File: src/vga_sram_pkg.sv
`default_nettype none

package vga_sram_pkg;

  // Width of one word in the pixel FIFO
  localparam int PIXEL_WORD_WIDTH = 14;

  // Sync pulses are active low
  localparam logic SYNC_ACTIVE = 1'b0;

  typedef struct packed {
    logic [3:0] red;
    logic [3:0] green;
    logic [3:0] blue;
  } color_t;

  // hsync and vsync on top, then the color
  typedef struct packed {
    logic   hsync;
    logic   vsync;
    color_t color;
  } pixel_word_t;

  // SRAM request kinds, also the controller state
  typedef enum logic [1:0] {
    REQ_IDLE  = 2'd0,
    REQ_WRITE = 2'd1,
    REQ_READ  = 2'd2
  } req_op_t;

  // Frame-buffer fill rule
  function automatic color_t pattern_color(input logic [31:0] addr, input logic [15:0] seed);
    return color_t'(addr[11:0] ^ seed[11:0]);
  endfunction

endpackage

`default_nettype wire

File: src/pattern_writer.sv
`timescale 1ns/100ps
`default_nettype none

module pattern_writer import vga_sram_pkg::*; #(
  parameter int ADDR_WIDTH = 20,
  parameter int DATA_WIDTH = 16,
  parameter int H_ACTIVE   = 8,
  parameter int V_ACTIVE   = 4
) (
  input  wire                   clk,
  input  wire                   rst,
  input  wire  [15:0]           seed,
  output logic [ADDR_WIDTH-1:0] wr_addr,
  output logic [DATA_WIDTH-1:0] wr_data,
  output logic                  wr_valid,
  input  wire                   wr_ready,
  output logic                  pattern_done
);

  localparam int FRAME_PIXELS = H_ACTIVE * V_ACTIVE;
  localparam logic [ADDR_WIDTH-1:0] LAST_ADDR = ADDR_WIDTH'(FRAME_PIXELS - 1);

  color_t color;

  // Data follows the address, so it is steady while waiting
  assign color   = pattern_color(32'(wr_addr), seed);
  assign wr_data = DATA_WIDTH'(color);

  always_ff @(posedge clk) begin
    if (rst) begin
      wr_addr      <= '0;
      wr_valid     <= 1'b0;
      pattern_done <= 1'b0;
    end else if (wr_valid && wr_ready) begin
      if (wr_addr == LAST_ADDR) begin
        wr_valid     <= 1'b0;
        pattern_done <= 1'b1;
      end else begin
        wr_addr <= wr_addr + 1'b1;
      end
    end else if (!wr_valid && !pattern_done) begin
      // First request right after reset
      wr_valid <= 1'b1;
    end
  end

endmodule

`default_nettype wire

File: config.mk
export PLATFORM = sky130hd
export DESIGN_NAME = pattern_writer
export DESIGN_NICKNAME = d
export VERILOG_FILES = /design/src/vga_sram_pkg.sv /design/src/pattern_writer.sv
export SDC_FILE = /design/constraint.sdc
export NUM_CORES = 1
export LEC_CHECK = 0
export BUFFER_PORTS_ARGS = -buffer_cell sky130_fd_sc_hd__buf_2
export CORE_MARGIN = 10
export CORE_UTILIZATION = 46
export DETAILED_ROUTE_END_ITERATION = 12
export PLACE_DENSITY = 0.9
export REMOVE_ABC_BUFFERS = 1
export SLEW_MARGIN = 10
export SYNTH_ARGS = -nofsm -noshare
export SYNTH_HDL_FRONTEND = slang
export SYNTH_SLANG_ARGS = --single-unit
File: constraint.sdc
create_clock -name clk -period 2 [get_ports clk]
set_clock_uncertainty 0.05 [all_clocks]
set_input_delay 0.1 -clock clk [delete_from_list [all_inputs] [get_ports clk]]
set_output_delay 0.1 -clock clk [all_outputs]
set_load 0.02 [all_outputs]
==> results.yml <==
logic_synthesis:
  synth_top_family_by_area: "simple AND/OR/NAND/NOR gates"
  yosysWarnings: 0
  syn_area_mm2: 0.00121
  synthSimpleGateAreaFrac: 0.281
  synth_cells: 139
  synthDistinctLibCells: 30
  synthTopCellsByArea: "dfxtp_1 (36%), xor2_1 (20%), nor2_1 (7.4%), nand4_1 (3.6%), nand4_2 (3.1%)"
  syn_avg_cell_area_um2: 8.70
  synthXorXnorAreaFrac: 0.203
  synth_compound_area_frac: 0.0755
  synth_top_cell_area_share: 0.364
  synth_adder_area_share: 0.0103
  ys_ff_latch: 22
  synth_area_leader_cell: "dfxtp_1"
  seq_area_frac_synth: 0.364
  muxShareOfSynthArea: 0.00827
sta:
  setup-tns-final_ns: 0
  drv_slew: 0
  fmax_ghz: 0.537
  fin_crit_ns: 1.86
  setup_viol: 0
  rsz0062_at_grt: "no"
  hold_violations: 0
  fin_crit_sh: 0.931
die:
  core_area_mm2: 0.00250
  start_util: 0.484
  num_io_pins: 57
  rows: 18
  die_x_um: 71.3
  die_area_mm2: 0.00508
  fp.dieH_um: 71.3
routing:
  routed_via_density: 5.19
  drcViolationCount: 0
  drt_iter0_markers: 38
  via_count: 1163
  drtAntennaViolNets: 0
  drt_wl_total_um: 3120
  wl_per_cell_um: 13.9
  firstDrtPassIters: 4
worst_setup_path:
  path_cells: "nor4_1, nand4_2, o2111ai_2, or4_1, a21oi_1"
  cp.arrival_ns: 2.01
  end_kind: "register"
  crit_slowest_cell: "nor4_1"
  cp_max_fo: 9
  worstSetupStartpointType: "register"
  reg2reg_depth: 5
  cp.required_ns: 2.14
  crit_type: "register to register"
  max_stage_delay_ns: 0.40
global_route:
  grt_pass1_vias: 1185
  grtUsageTotal: 0.120
  grt_antenna_before_repair: 0
  grt_max_degree: 25
  overflow: 0
  grt_pass1_wl_um: 5230
placement:
  place.gp.congestion: 0.796
  dp.cells: 220
  hpwl_um: 2460
  placed_cell_area_mm2: 0.00152
  numPortBuffers: 48
finish:
  final_area_mm2: 0.00156
  mostFrequentLayoutCells: "buf_2 (48), xor2_1 (28), nor2_1 (24)"
  drive_gt1_frac: 0.366
  syn_to_final_growth_pct: 28.5
  stdcell_count: 224
  regArea_um2: 440
  layout_commonest_cell: "buf_2"
  post-route-util: 0.622
  diodes: 0
  multi_input_area_um2: 714
  nFillCells: 230
  final_nets: 215
clock_network:
  post_cts_buffers: 0
  clk_pin_slew_ns: 0.13
  postCtsHoldBufs: 0
  clk-insertion-delay-late_ns: 0.32
  cts-resized-gates: 0
  cts_inserted_buffers: 3
  cts.sink_count: 22
  htreeDepth: 1
  cts.path.max_buffers: 2
  cts_root_buffer: "clkbuf_4"
  cts_tree: "built"
power:
  powerDensity_mw_per_mm2: 509
  vdd_drop_max_mv: 0.494
  power_leakage_nw: 0.774
  power_mw: 0.792
run:
  cap_violations: 0
min_path:
  hold_path_class: "primary input to register"
  hold_path_depth: 4
status:
  status: "finished, final reports clean"
-- power breakdown --
group          switching [mW]  total [mW]  internal [mW]
sequential            0.00490       0.447          0.442
combinational          0.0600      0.0927         0.0326
clock                   0.142       0.253          0.111
-- kinds of logic after synthesis --
family / Yosys count
mux: 1
flops: 22
buf+inv: 12
other cells: 1
simple gates: 62
xor+xnor: 28
compound gates: 12
fa+ha+maj: 1
-- Yosys cell counts, drive strengths merged --
cell and number:
buf 9, o21ai 4, clkbuf 2, o31ai 1, ha 1, or4 3, nor2b 2, dfxtp 22
o21bai 1, nand4 10, and3 1, nor2 24, xor2 28, o211ai 2, conb 1, nand3 4
nor3 5, mux2i 1, nor4 5, o2111ai 3, nand2 8, a21oi 1, inv 1
-- layout make-up --
cell class	count	area share
clock buffers	4	0.0233
repair buffers	59	0.208
well taps	30	0.0241
multi-input cells	108	0.459
inverters	1	0.00241
flip-flops and latches	22	0.283
-- stage by stage --
| step | setup slack, ns | hold WS [ns] |
|---|---|---|
| 3_5_place_dp | 0.167 | 0.431 |
| 3_3_place_gp | 0.197 | 0.410 |
| 6_report | 0.139 | 0.122 |
| 5_1_grt | 0.00684 | 0.144 |
| 2_1_floorplan | 0.173 | 0.119 |
| 4_1_cts | 0.138 | 0.109 |
-- metal layers --
layer	GRT usage	share of wire	vias up
met5	0	0	-
met3	0.0510	0.091	0
li1	-	-	587
met4	0.0258	0	0
met2	0.210	0.52	41
met1	0.130	0.39	535
-- state kept, by name, summed over array words and instances, names as in the netlist --
register / flops
wr_addr: 20
pattern_done: 1
wr_valid: 1
-- worst max-delay path: cells and delay by family, from the launching register on --
family / cells / cell delay, ns
AO/OA/AOI/OAI: 2 / 0.42
flip-flops: 1 / 0.39
AND/OR/NAND/NOR: 3 / 0.89
-- worst paths after layout --
check | from | to | slack [ns]
max | wr_addr[10] | wr_addr[13] | 0.14
min | wr_ready | wr_addr[2] | 0.12
max reg2reg | wr_addr[10] | wr_addr[13] | 0.14
min reg2reg | pattern_done | pattern_done | 0.45
Power figures use the tool's default switching activity.
