### src/vga_sram_pkg.sv
`default_nettype none

package vga_sram_pkg;

  // Width of one word in the pixel FIFO
  localparam int PIXEL_WORD_WIDTH = 14;

  // Sync pulses are active low
  localparam logic SYNC_ACTIVE = 1'b0;

  typedef struct packed {
    logic [3:0] red;
    logic [3:0] green;
    logic [3:0] blue;
  } color_t;

  // hsync and vsync on top, then the color
  typedef struct packed {
    logic   hsync;
    logic   vsync;
    color_t color;
  } pixel_word_t;

  // SRAM request kinds, also the controller state
  typedef enum logic [1:0] {
    REQ_IDLE  = 2'd0,
    REQ_WRITE = 2'd1,
    REQ_READ  = 2'd2
  } req_op_t;

  // Frame-buffer fill rule
  function automatic color_t pattern_color(input logic [31:0] addr, input logic [15:0] seed);
    return color_t'(addr[11:0] ^ seed[11:0]);
  endfunction

endpackage

`default_nettype wire

### src/pixel_stream.sv
`timescale 1ns/100ps
`default_nettype none

module pixel_stream import vga_sram_pkg::*; #(
  parameter int ADDR_WIDTH = 20,
  parameter int DATA_WIDTH = 16,
  parameter int H_ACTIVE   = 8,
  parameter int H_FRONT    = 2,
  parameter int H_SYNC     = 2,
  parameter int H_BACK     = 2,
  parameter int V_ACTIVE   = 4,
  parameter int V_FRONT    = 1,
  parameter int V_SYNC     = 1,
  parameter int V_BACK     = 1
) (
  input  wire                   clk,
  input  wire                   rst,
  input  wire                   enable,
  output logic [ADDR_WIDTH-1:0] rd_addr,
  output logic                  rd_valid,
  input  wire                   rd_ready,
  input  wire  [DATA_WIDTH-1:0] rd_data,
  input  wire                   rd_data_valid,
  output pixel_word_t           pixel,
  output logic                  pixel_valid
);

  localparam int H_TOTAL      = H_ACTIVE + H_FRONT + H_SYNC + H_BACK;
  localparam int V_TOTAL      = V_ACTIVE + V_FRONT + V_SYNC + V_BACK;
  localparam int H_SYNC_START = H_ACTIVE + H_FRONT;
  localparam int V_SYNC_START = V_ACTIVE + V_FRONT;
  localparam int HW           = $clog2(H_TOTAL);
  localparam int VW           = $clog2(V_TOTAL);

  logic [HW-1:0] h_count;
  logic [VW-1:0] v_count;
  logic [HW-1:0] fetch_x;
  logic [VW-1:0] fetch_y;
  logic          pending;
  logic          buf_valid;
  color_t        buf_color;
  color_t        push_color;
  logic          active;
  logic          h_sync_on;
  logic          v_sync_on;
  logic          outstanding;
  logic          word_here;
  logic          advance;

  assign active    = (h_count < HW'(H_ACTIVE)) && (v_count < VW'(V_ACTIVE));
  assign h_sync_on = (h_count >= HW'(H_SYNC_START)) && (h_count < HW'(H_SYNC_START + H_SYNC));
  assign v_sync_on = (v_count >= VW'(V_SYNC_START)) && (v_count < VW'(V_SYNC_START + V_SYNC));

  // At most one word in flight or held, always for the next active position
  assign outstanding = pending && !rd_data_valid;
  assign word_here   = rd_data_valid || buf_valid;
  assign push_color  = buf_valid ? buf_color : color_t'(rd_data[11:0]);

  // Prefetch as soon as the held word is about to be pushed
  assign rd_valid = enable && !outstanding && (!word_here || active);
  assign rd_addr  = ADDR_WIDTH'(fetch_y) * ADDR_WIDTH'(H_ACTIVE) + ADDR_WIDTH'(fetch_x);

  // Blanking pushes at once, active waits for its word
  assign advance = enable && (!active || word_here);

  always_ff @(posedge clk) begin
    pixel_valid <= 1'b0;
    if (rst) begin
      // Start in vertical blanking so the FIFO fills before active video
      h_count   <= '0;
      v_count   <= VW'(V_ACTIVE);
      fetch_x   <= '0;
      fetch_y   <= '0;
      pending   <= 1'b0;
      buf_valid <= 1'b0;
    end else begin
      if (rd_valid && rd_ready) begin
        pending <= 1'b1;
        if (fetch_x == HW'(H_ACTIVE - 1)) begin
          fetch_x <= '0;
          fetch_y <= (fetch_y == VW'(V_ACTIVE - 1)) ? '0 : fetch_y + 1'b1;
        end else begin
          fetch_x <= fetch_x + 1'b1;
        end
      end else if (rd_data_valid) begin
        pending <= 1'b0;
      end

      if (advance) begin
        pixel_valid <= 1'b1;
        if (h_count == HW'(H_TOTAL - 1)) begin
          h_count <= '0;
          v_count <= (v_count == VW'(V_TOTAL - 1)) ? '0 : v_count + 1'b1;
        end else begin
          h_count <= h_count + 1'b1;
        end
      end

      if (advance && active) begin
        buf_valid <= 1'b0;
      end else if (rd_data_valid) begin
        buf_valid <= 1'b1;
      end
    end
  end

  always_ff @(posedge clk) begin
    if (rd_data_valid && !(advance && active)) begin
      buf_color <= color_t'(rd_data[11:0]);
    end
    if (advance) begin
      pixel.hsync <= h_sync_on ? SYNC_ACTIVE : ~SYNC_ACTIVE;
      pixel.vsync <= v_sync_on ? SYNC_ACTIVE : ~SYNC_ACTIVE;
      pixel.color <= active ? push_color : '0;
    end
  end

endmodule

`default_nettype wire

### config.mk
export PLATFORM = sky130hd
export DESIGN_NAME = pixel_stream
export DESIGN_NICKNAME = d
export VERILOG_FILES = /design/src/vga_sram_pkg.sv /design/src/pixel_stream.sv
export SDC_FILE = /design/constraint.sdc
export NUM_CORES = 1
export LEC_CHECK = 0
export ABC_AREA = 1
export BUFFER_PORTS_ARGS = -buffer_cell sky130_fd_sc_hd__buf_4
export CORE_ASPECT_RATIO = 1.5
export CORE_MARGIN = 2
export CORE_UTILIZATION = 55
export DETAILED_ROUTE_END_ITERATION = 6
export GPL_TIMING_DRIVEN = 0
export HOLD_SLACK_MARGIN = 0.03
export PLACE_DENSITY = 0.89
export SLEW_MARGIN = 20
export SYNTH_ARGS = -nofsm -noshare
export SYNTH_HDL_FRONTEND = slang
export SYNTH_SLANG_ARGS = --single-unit
### constraint.sdc
create_clock -name clk -period 2.8 [get_ports clk]
set_input_delay 0.56 -clock clk [delete_from_list [all_inputs] [get_ports clk]]
set_output_delay 0.56 -clock clk [all_outputs]
set_load 0.05 [all_outputs]
==> metrics, run 1 <==
leakage power=1.16 nW; placer congestion estimate=0.757; Worst-Skew Late Latency=290 ps; Mapped Area=2010 sq um; synthesis-to-finish area growth=24.7%; element type at the critical path start=flip-flop; Hold/Removal Path Class=in -> reg; vias in the first global route=1475; detailed-route wire length=3940 um; post-route clock period utilization=71.8%; Vias=1571; largest net degree at the start of global routing=18; I/O Buffers=39; clock root buffer=clkbuf_8; final hold violation count=0; drt first-iter violations=46; Starting Density=58.2%; global-route wire length before repair=6280 um; CTS tree=yes; Std-Cell Rows=26; DP Cell Count=311; core box area=3450 sq um; Worst-path clk slew=80 ps; status=complete, no violations; H-tree Lvls=2; Max IR drop VDD=0.000470 V; Num Clock Sinks=43; total CTS buffers=5; fill count=267; Hold Crit Depth=1; Hold Path End=buf_color[5]; PwrDens=536 nW/um^2; CTS Buffer Depth=2; Critical Path AT=1940 ps; pre-CTS setup slack=229 ps; Mean Syn Cell Area=9.21 sq um; initial antenna violation count=0; Slew HR=51.2%; unrepaired setup endpoints after global routing=false; layout cells sized above 1=26.8%; Die H=78.0 um; drc violations=0; Ys Warns=0; vias per cell=4.94; Total Neg Setup Slack=0 ps; #FFs+latches synth=43; fin nets=303; Sequential Area=1120 sq um; CTS resizes=0; Tmin final=2010 ps; # Post-CTS Setup Buffers=0; Critical R2R Capture=buf_color[8]; Max Fclk=497 MHz; final core utilization=72.6%; Final setup viols=0; Multi-input gate area=717 sq um; reg2reg start=v_count[2]; crit-path max FO=17; CP required=2730 ps; Slew @ Worst Pin=732 ps; Max Cap Viol=0; hold-fix buffer count after cts=0; sequential share of the synthesized area=55.8%; Total GRT Usage=20.8%; final setup margin=789 ps; Die Area=4160 sq um; post-synth cell types=26; Final Power=1.34 mW; Die X=53.3 um; CP endpoint kind=flip-flop; Post-Layout Cell Count=318; Pins Over Slew Limit=0; FF-to-FF setup slack=790 ps; CP Class=reg -> reg; # diodes=0; Worst R2R Path Depth=5; wire length per cell=12.4 um; GRT overflow=0; Worst Clk Skew=4.55 ps; Initial DRT Pass Iterations=4; Post-DRT Antenna Nets=0; cell count after synthesis=218; min-delay src=rd_data[5]; IO Count=57; post-detail-place hpwl=2930 um
## layout by cell type (no fill, tap or decap), types with 2 or more instances in the layout
master | synthesis | final
conb_1 | 1 | 13
nor2_1 | 22 | 22
nor2_2 | 2 | 2
nand4_1 | 4 | 4
inv_2 | 3 | 3
edfxtp_1 | 26 | 26
dfxtp_1 | 17 | 17
xor2_1 | 2 | 2
buf_4 | 16 | 55
inv_1 | 19 | 19
ha_1 | 6 | 6
nand2_1 | 53 | 53
clkbuf_8 | 0 | 5
o21ai_0 | 3 | 3
clkbuf_1 | 3 | 4
nand2_2 | 2 | 2
nand3_1 | 8 | 8
o211ai_1 | 2 | 2
a21oi_1 | 21 | 20
## state kept, by name, summed over array words and instances (netlist names)
| signal | cells |
|---|---|
| pixel | 14 |
| buf_color | 12 |
| fetch_x | 4 |
| h_count | 4 |
| fetch_y | 3 |
| v_count | 3 |
| buf_valid | 1 |
| pending | 1 |
| pixel_valid | 1 |
## through the flow
| stage | hold WS (ps) | area [sq um] |
|---|---|---|
| after global routing | 441 | 2500 |
| after detailed placement | 474 | 2400 |
| final | 450 | 2500 |
| after global placement | 464 | 2400 |
| after floorplan | 444 | 2050 |
| after CTS | 446 | 2500 |
## cells by family after synthesis
group	Yosys count	share of synthesized area, %
AND/OR/NAND/NOR	98	21.7
flip-flops	43	55.8
buffers and inverters	42	10.9
AO/OA/AOI/OAI	26	6.73
adder cells (fa/ha/maj)	6	3.74
XOR/XNOR	2	0.872
other	1	0.187
## critical path, cell delays in order, from the launching register on
cell and delay, ps:
dfxtp_1 380, nor2_2 190, nand2_1 110, nand2_4 130, inv_2 190, a21oi_2 650
## per-layer routing
metal,global-route usage (%),vias to the layer above,routed length [um]
met5,0,-,0
met4,9.49,0,70
met3,4.81,7,237
met2,37.9,51,2210
met1,21.0,716,1420
li1,-,797,-
## cell usage after synthesis, drive strengths merged
cell type  count  area share, %
xor2           2           0.87
buf           17            6.2
edfxtp        26             39
o211ai         2           0.75
ha             6            3.7
inv           22            4.1
nand3          9            2.9
or2            1           0.31
nand4          4            1.2
and3           1           0.31
clkbuf         3           0.56
nor2          25            5.3
dfxtp         17             17
nor3           1           0.25
nand2         56             11
o21ai          3           0.75
a21oi         21            5.2
conb           1           0.19
nand3b         1           0.37
## report_power, final
| group | switching [mW] | internal [mW] | leakage (nW) |
|---|---|---|---|
| registers | 0.00990 | 0.692 | 0.393 |
| logic | 0.124 | 0.0532 | 0.711 |
| clock network | 0.202 | 0.261 | 0.0513 |
| total | 0.335 | 1.01 | 1.16 |
## worst max path at each step
stage,from,to,slack (ps)
after floorplan,rd_data_valid,buf_color[0],750
after global placement,rd_data_valid,buf_color[5],310
after detailed placement,rd_data_valid,buf_color[4],230
after CTS,v_count[2],buf_color[7],440
after global routing,v_count[2],buf_color[8],650
final,v_count[2],buf_color[8],790
## area by class of cell
cell class                 count  area share [%]
multi-input combinational    145            28.6
buffer                        20            5.44
inverter                      22            3.30
clock buffer                   6            2.90
clock inverter                 1            1.20
timing repair buffer          39            11.7
tap                           42            2.10
sequential                    43            44.8
No activity file was read; power rests on OpenSTA's default activity.
==> inputs of run 2 (changes only) <==
--- a/config.mk
+++ b/config.mk
@@ -5,15 +5,15 @@
 export SDC_FILE = /design/constraint.sdc
 export NUM_CORES = 1
 export LEC_CHECK = 0
-export ABC_AREA = 1
+export ABC_AREA = 0
 export BUFFER_PORTS_ARGS = -buffer_cell sky130_fd_sc_hd__buf_4
 export CORE_ASPECT_RATIO = 1.5
 export CORE_MARGIN = 2
-export CORE_UTILIZATION = 55
+export CORE_UTILIZATION = 51
 export DETAILED_ROUTE_END_ITERATION = 6
 export GPL_TIMING_DRIVEN = 0
 export HOLD_SLACK_MARGIN = 0.03
-export PLACE_DENSITY = 0.89
+export PLACE_DENSITY = 0.84
 export SLEW_MARGIN = 20
 export SYNTH_ARGS = -nofsm -noshare
 export SYNTH_HDL_FRONTEND = slang
==> constraint.sdc (replaced) <==
create_clock -name clk -period 1.9 [get_ports clk]
set_input_delay 0.38 -clock clk [delete_from_list [all_inputs] [get_ports clk]]
set_output_delay 0.38 -clock clk [all_outputs]
set_load 0.05 [all_outputs]
==> run 2 against run 1 <==
  * Via count is 17% lower
  * Flip-flop and latch count unchanged
  * Hold slack worse by 180 ps
  * Routed wire length decreased by 12%
  * Highest routed layer unchanged
==> metrics, run 2 <==
Max Cap Viol=0 (unchanged); drc violations=0 (unchanged); placer congestion estimate=0.716 (was 0.757); Slew HR=59.5% (was 51.2%); Total Neg Setup Slack=0 ps (unchanged); drt first-iter violations=14 (was 46); most frequent cell after synthesis=nor2_1 (was nand2_1); pre-CTS setup slack=-42.7 ps (was 229 ps); CP endpoint kind=primary output (was flip-flop); IO Count=57 (unchanged); commonest non-fill, non-tap cell in the layout=buf_4 (unchanged); crit-path max FO=6 (was 17); unrepaired setup endpoints after global routing=false (unchanged); CP Class=reg -> out (was reg -> reg); vias per cell=4.92 (was 4.94); hold-fix buffer count after cts=0 (unchanged); met1 WL=1320 um (was 1420 um); synth top area cells=edfxtp_1, dfxtp_1, mux2i_1, buf_4, nor2_1 (was edfxtp_1, dfxtp_1, nand2_1, buf_4, a21oi_1); Die H=80.4 um (was 78.0 um); cell count after synthesis=163 (was 218); Final setup viols=0 (unchanged); CTS Buffer Depth=2 (unchanged); #FFs+latches synth=43 (unchanged); Die X=55.0 um (was 53.3 um); total CTS buffers=5 (unchanged); GRT overflow=0 (unchanged); PwrDens=842 nW/um^2 (was 536 nW/um^2); Std-Cell Rows=27 (was 26); most frequent cells in the layout=buf_4, nor2_1, edfxtp_1, mux2i_1, dfxtp_1 (was buf_4, nand2_1, edfxtp_1, nor2_1, a21oi_1); leakage power=1.08 nW (was 1.16 nW); Slew @ Worst Pin=606 ps (was 732 ps); Mean Syn Cell Area=12.2 sq um (was 9.21 sq um); Worst-Skew Late Latency=290 ps (about the same); Max IR drop VDD=0.000874 V (was 0.000470 V); element type at the critical path start=flip-flop (unchanged); Starting Density=53.5% (was 58.2%); core box area=3720 sq um (was 3450 sq um); commonest cells in the netlist=nor2_1, edfxtp_1, mux2i_1 (was nand2_1, edfxtp_1, nor2_1); CP required=1520 ps (was 2730 ps); Hold/Removal Path Class=in -> reg (unchanged); status=complete, no violations (unchanged); detailed-route wire length=3450 um (was 3940 um); clock root buffer=clkbuf_8 (unchanged); Critical Path AT=1400 ps (was 1940 ps); Initial DRT Pass Iterations=3 (was 4); met3 WL=190 um (was 237 um); I/O Buffers=38 (was 39); post-synth cell types=34 (was 26); asr flop ratio synth=0% (unchanged); Post-DRT Antenna Nets=0 (unchanged); Hold WS=269 ps (was 450 ps); CP bufs+invs=2 (was 1); post-detail-place hpwl=2620 um (was 2930 um); vias in the first global route=1310 (was 1475); initial antenna violation count=0 (unchanged); Synth Flop Type=edfxtp_1 (unchanged); Worst-path clk slew=80 ps (about the same); uppermost layer routed=met4 (unchanged); Pins Over Slew Limit=0 (unchanged); Total GRT Usage=17.4% (was 20.8%); Ys Warns=0 (unchanged); sequential share of the synthesized area=56.4% (was 55.8%); Num Clock Sinks=43 (unchanged); Synth area leader=edfxtp_1 (unchanged); global-route wire length before repair=5520 um (was 6280 um); Critical-path top delay cell=dfxtp_1 (was a21oi_2); Max Fclk=562 MHz; Post-DP Area=2380 sq um (was 2400 sq um); largest net degree at the start of global routing=18 (unchanged); wire length per cell=13.0 um (was 12.4 um); Final Cell Area=2520 sq um (was 2500 sq um); # Post-CTS Setup Buffers=0 (unchanged); final core utilization=67.8% (was 72.6%); CP delay by family, top=buffers and inverters (was compound AO/OA/AOI/OAI gates); crit-path cells=buf_6, o22a_4, nor3b_2, buf_4 (was nor2_2, nand2_1, nand2_4, inv_2, a21oi_2); Die Area=4420 sq um (was 4160 sq um); met2 wire len=1880 um (was 2210 um); EDFF count, synth=26 (unchanged); Largest regs=pixel (14), buf_color (12) (unchanged); layout cells sized above 1=34.2% (was 26.8%); Yosys top cell area share=39.3% (was 38.9%); # diodes=0 (unchanged); Top reg by flops=pixel (unchanged); Vias=1305 (was 1571); CP max stage delay=320 ps (was 650 ps); H-tree Lvls=2 (unchanged); synthesis-to-finish area growth=26.8% (was 24.7%); Worst Clk Skew=3.11 ps (was 4.55 ps); fin nets=248 (was 303); Tmin final=1780 ps; post-route clock period utilization=93.6%; max reg flops=14 (unchanged); Mapped Area=1990 sq um (was 2010 sq um); final setup margin=121 ps (was 789 ps); final hold violation count=0 (unchanged); CTS tree=yes (unchanged)
[run 2: cells by family after synthesis]
logic type | count (synthesis) | synth area share (%)
mux | 20 | 10.1
compound gates | 17 | 6.49
flops | 43 | 56.4
fa+ha+maj | 6 | 3.78
simple gates | 48 | 13.4
xor+xnor | 3 | 1.32
buf+inv | 25 | 8.31
other cells | 1 | 0.189
[run 2: cell type report]
| cell class | instances | area (sq um) |
|---|---|---|
| flip-flops and latches | 43 | 1120 |
| multi-input cells | 107 | 754 |
| well taps | 43 | 53.8 |
| plain buffers | 23 | 158 |
| inverters | 2 | 7.51 |
| clock buffers | 6 | 72.6 |
| clock inverters | 2 | 60.1 |
| repair buffers | 39 | 293 |
| fillers | 311 | 1200 |
[run 2: layer usage]
metal	GRT usage [%]	vias to the layer above
met5	0	-
met4	6.59	0
met3	5.20	6
met2	30.6	39
met1	18.8	595
li1	-	665
[run 2: repair_timing]
action                                  in CTS  in global routing
resized for setup                            1                  1
endpoints found under the setup margin       1                  1
pin swaps                                    0                  0
[run 2: worst paths after layout]
path	depth (start not counted)	to	start	slack, ps
max	4	rd_valid	buf_valid	120
min	1	buf_color[7]	rd_data[7]	270
min reg2reg	2	fetch_y[2]	fetch_y[2]	530
max reg2reg	5	h_count[2]	buf_valid	160
[run 2: power breakdown]
| part | switching (mW) | internal [mW] | total (mW) |
|---|---|---|---|
| clock | 0.298 | 0.525 | 0.823 |
| sequential | 0.0143 | 1.02 | 1.03 |
| combinational | 0.172 | 0.0937 | 0.265 |
| total | 0.484 | 1.64 | 2.12 |
[run 2: per-stage QoR]
stage	std cells	power, mW
global placement	256	1.31
detailed placement	257	1.32
finish	265	2.12
CTS	265	2.14
global route	265	2.20
floorplan	175	1.25
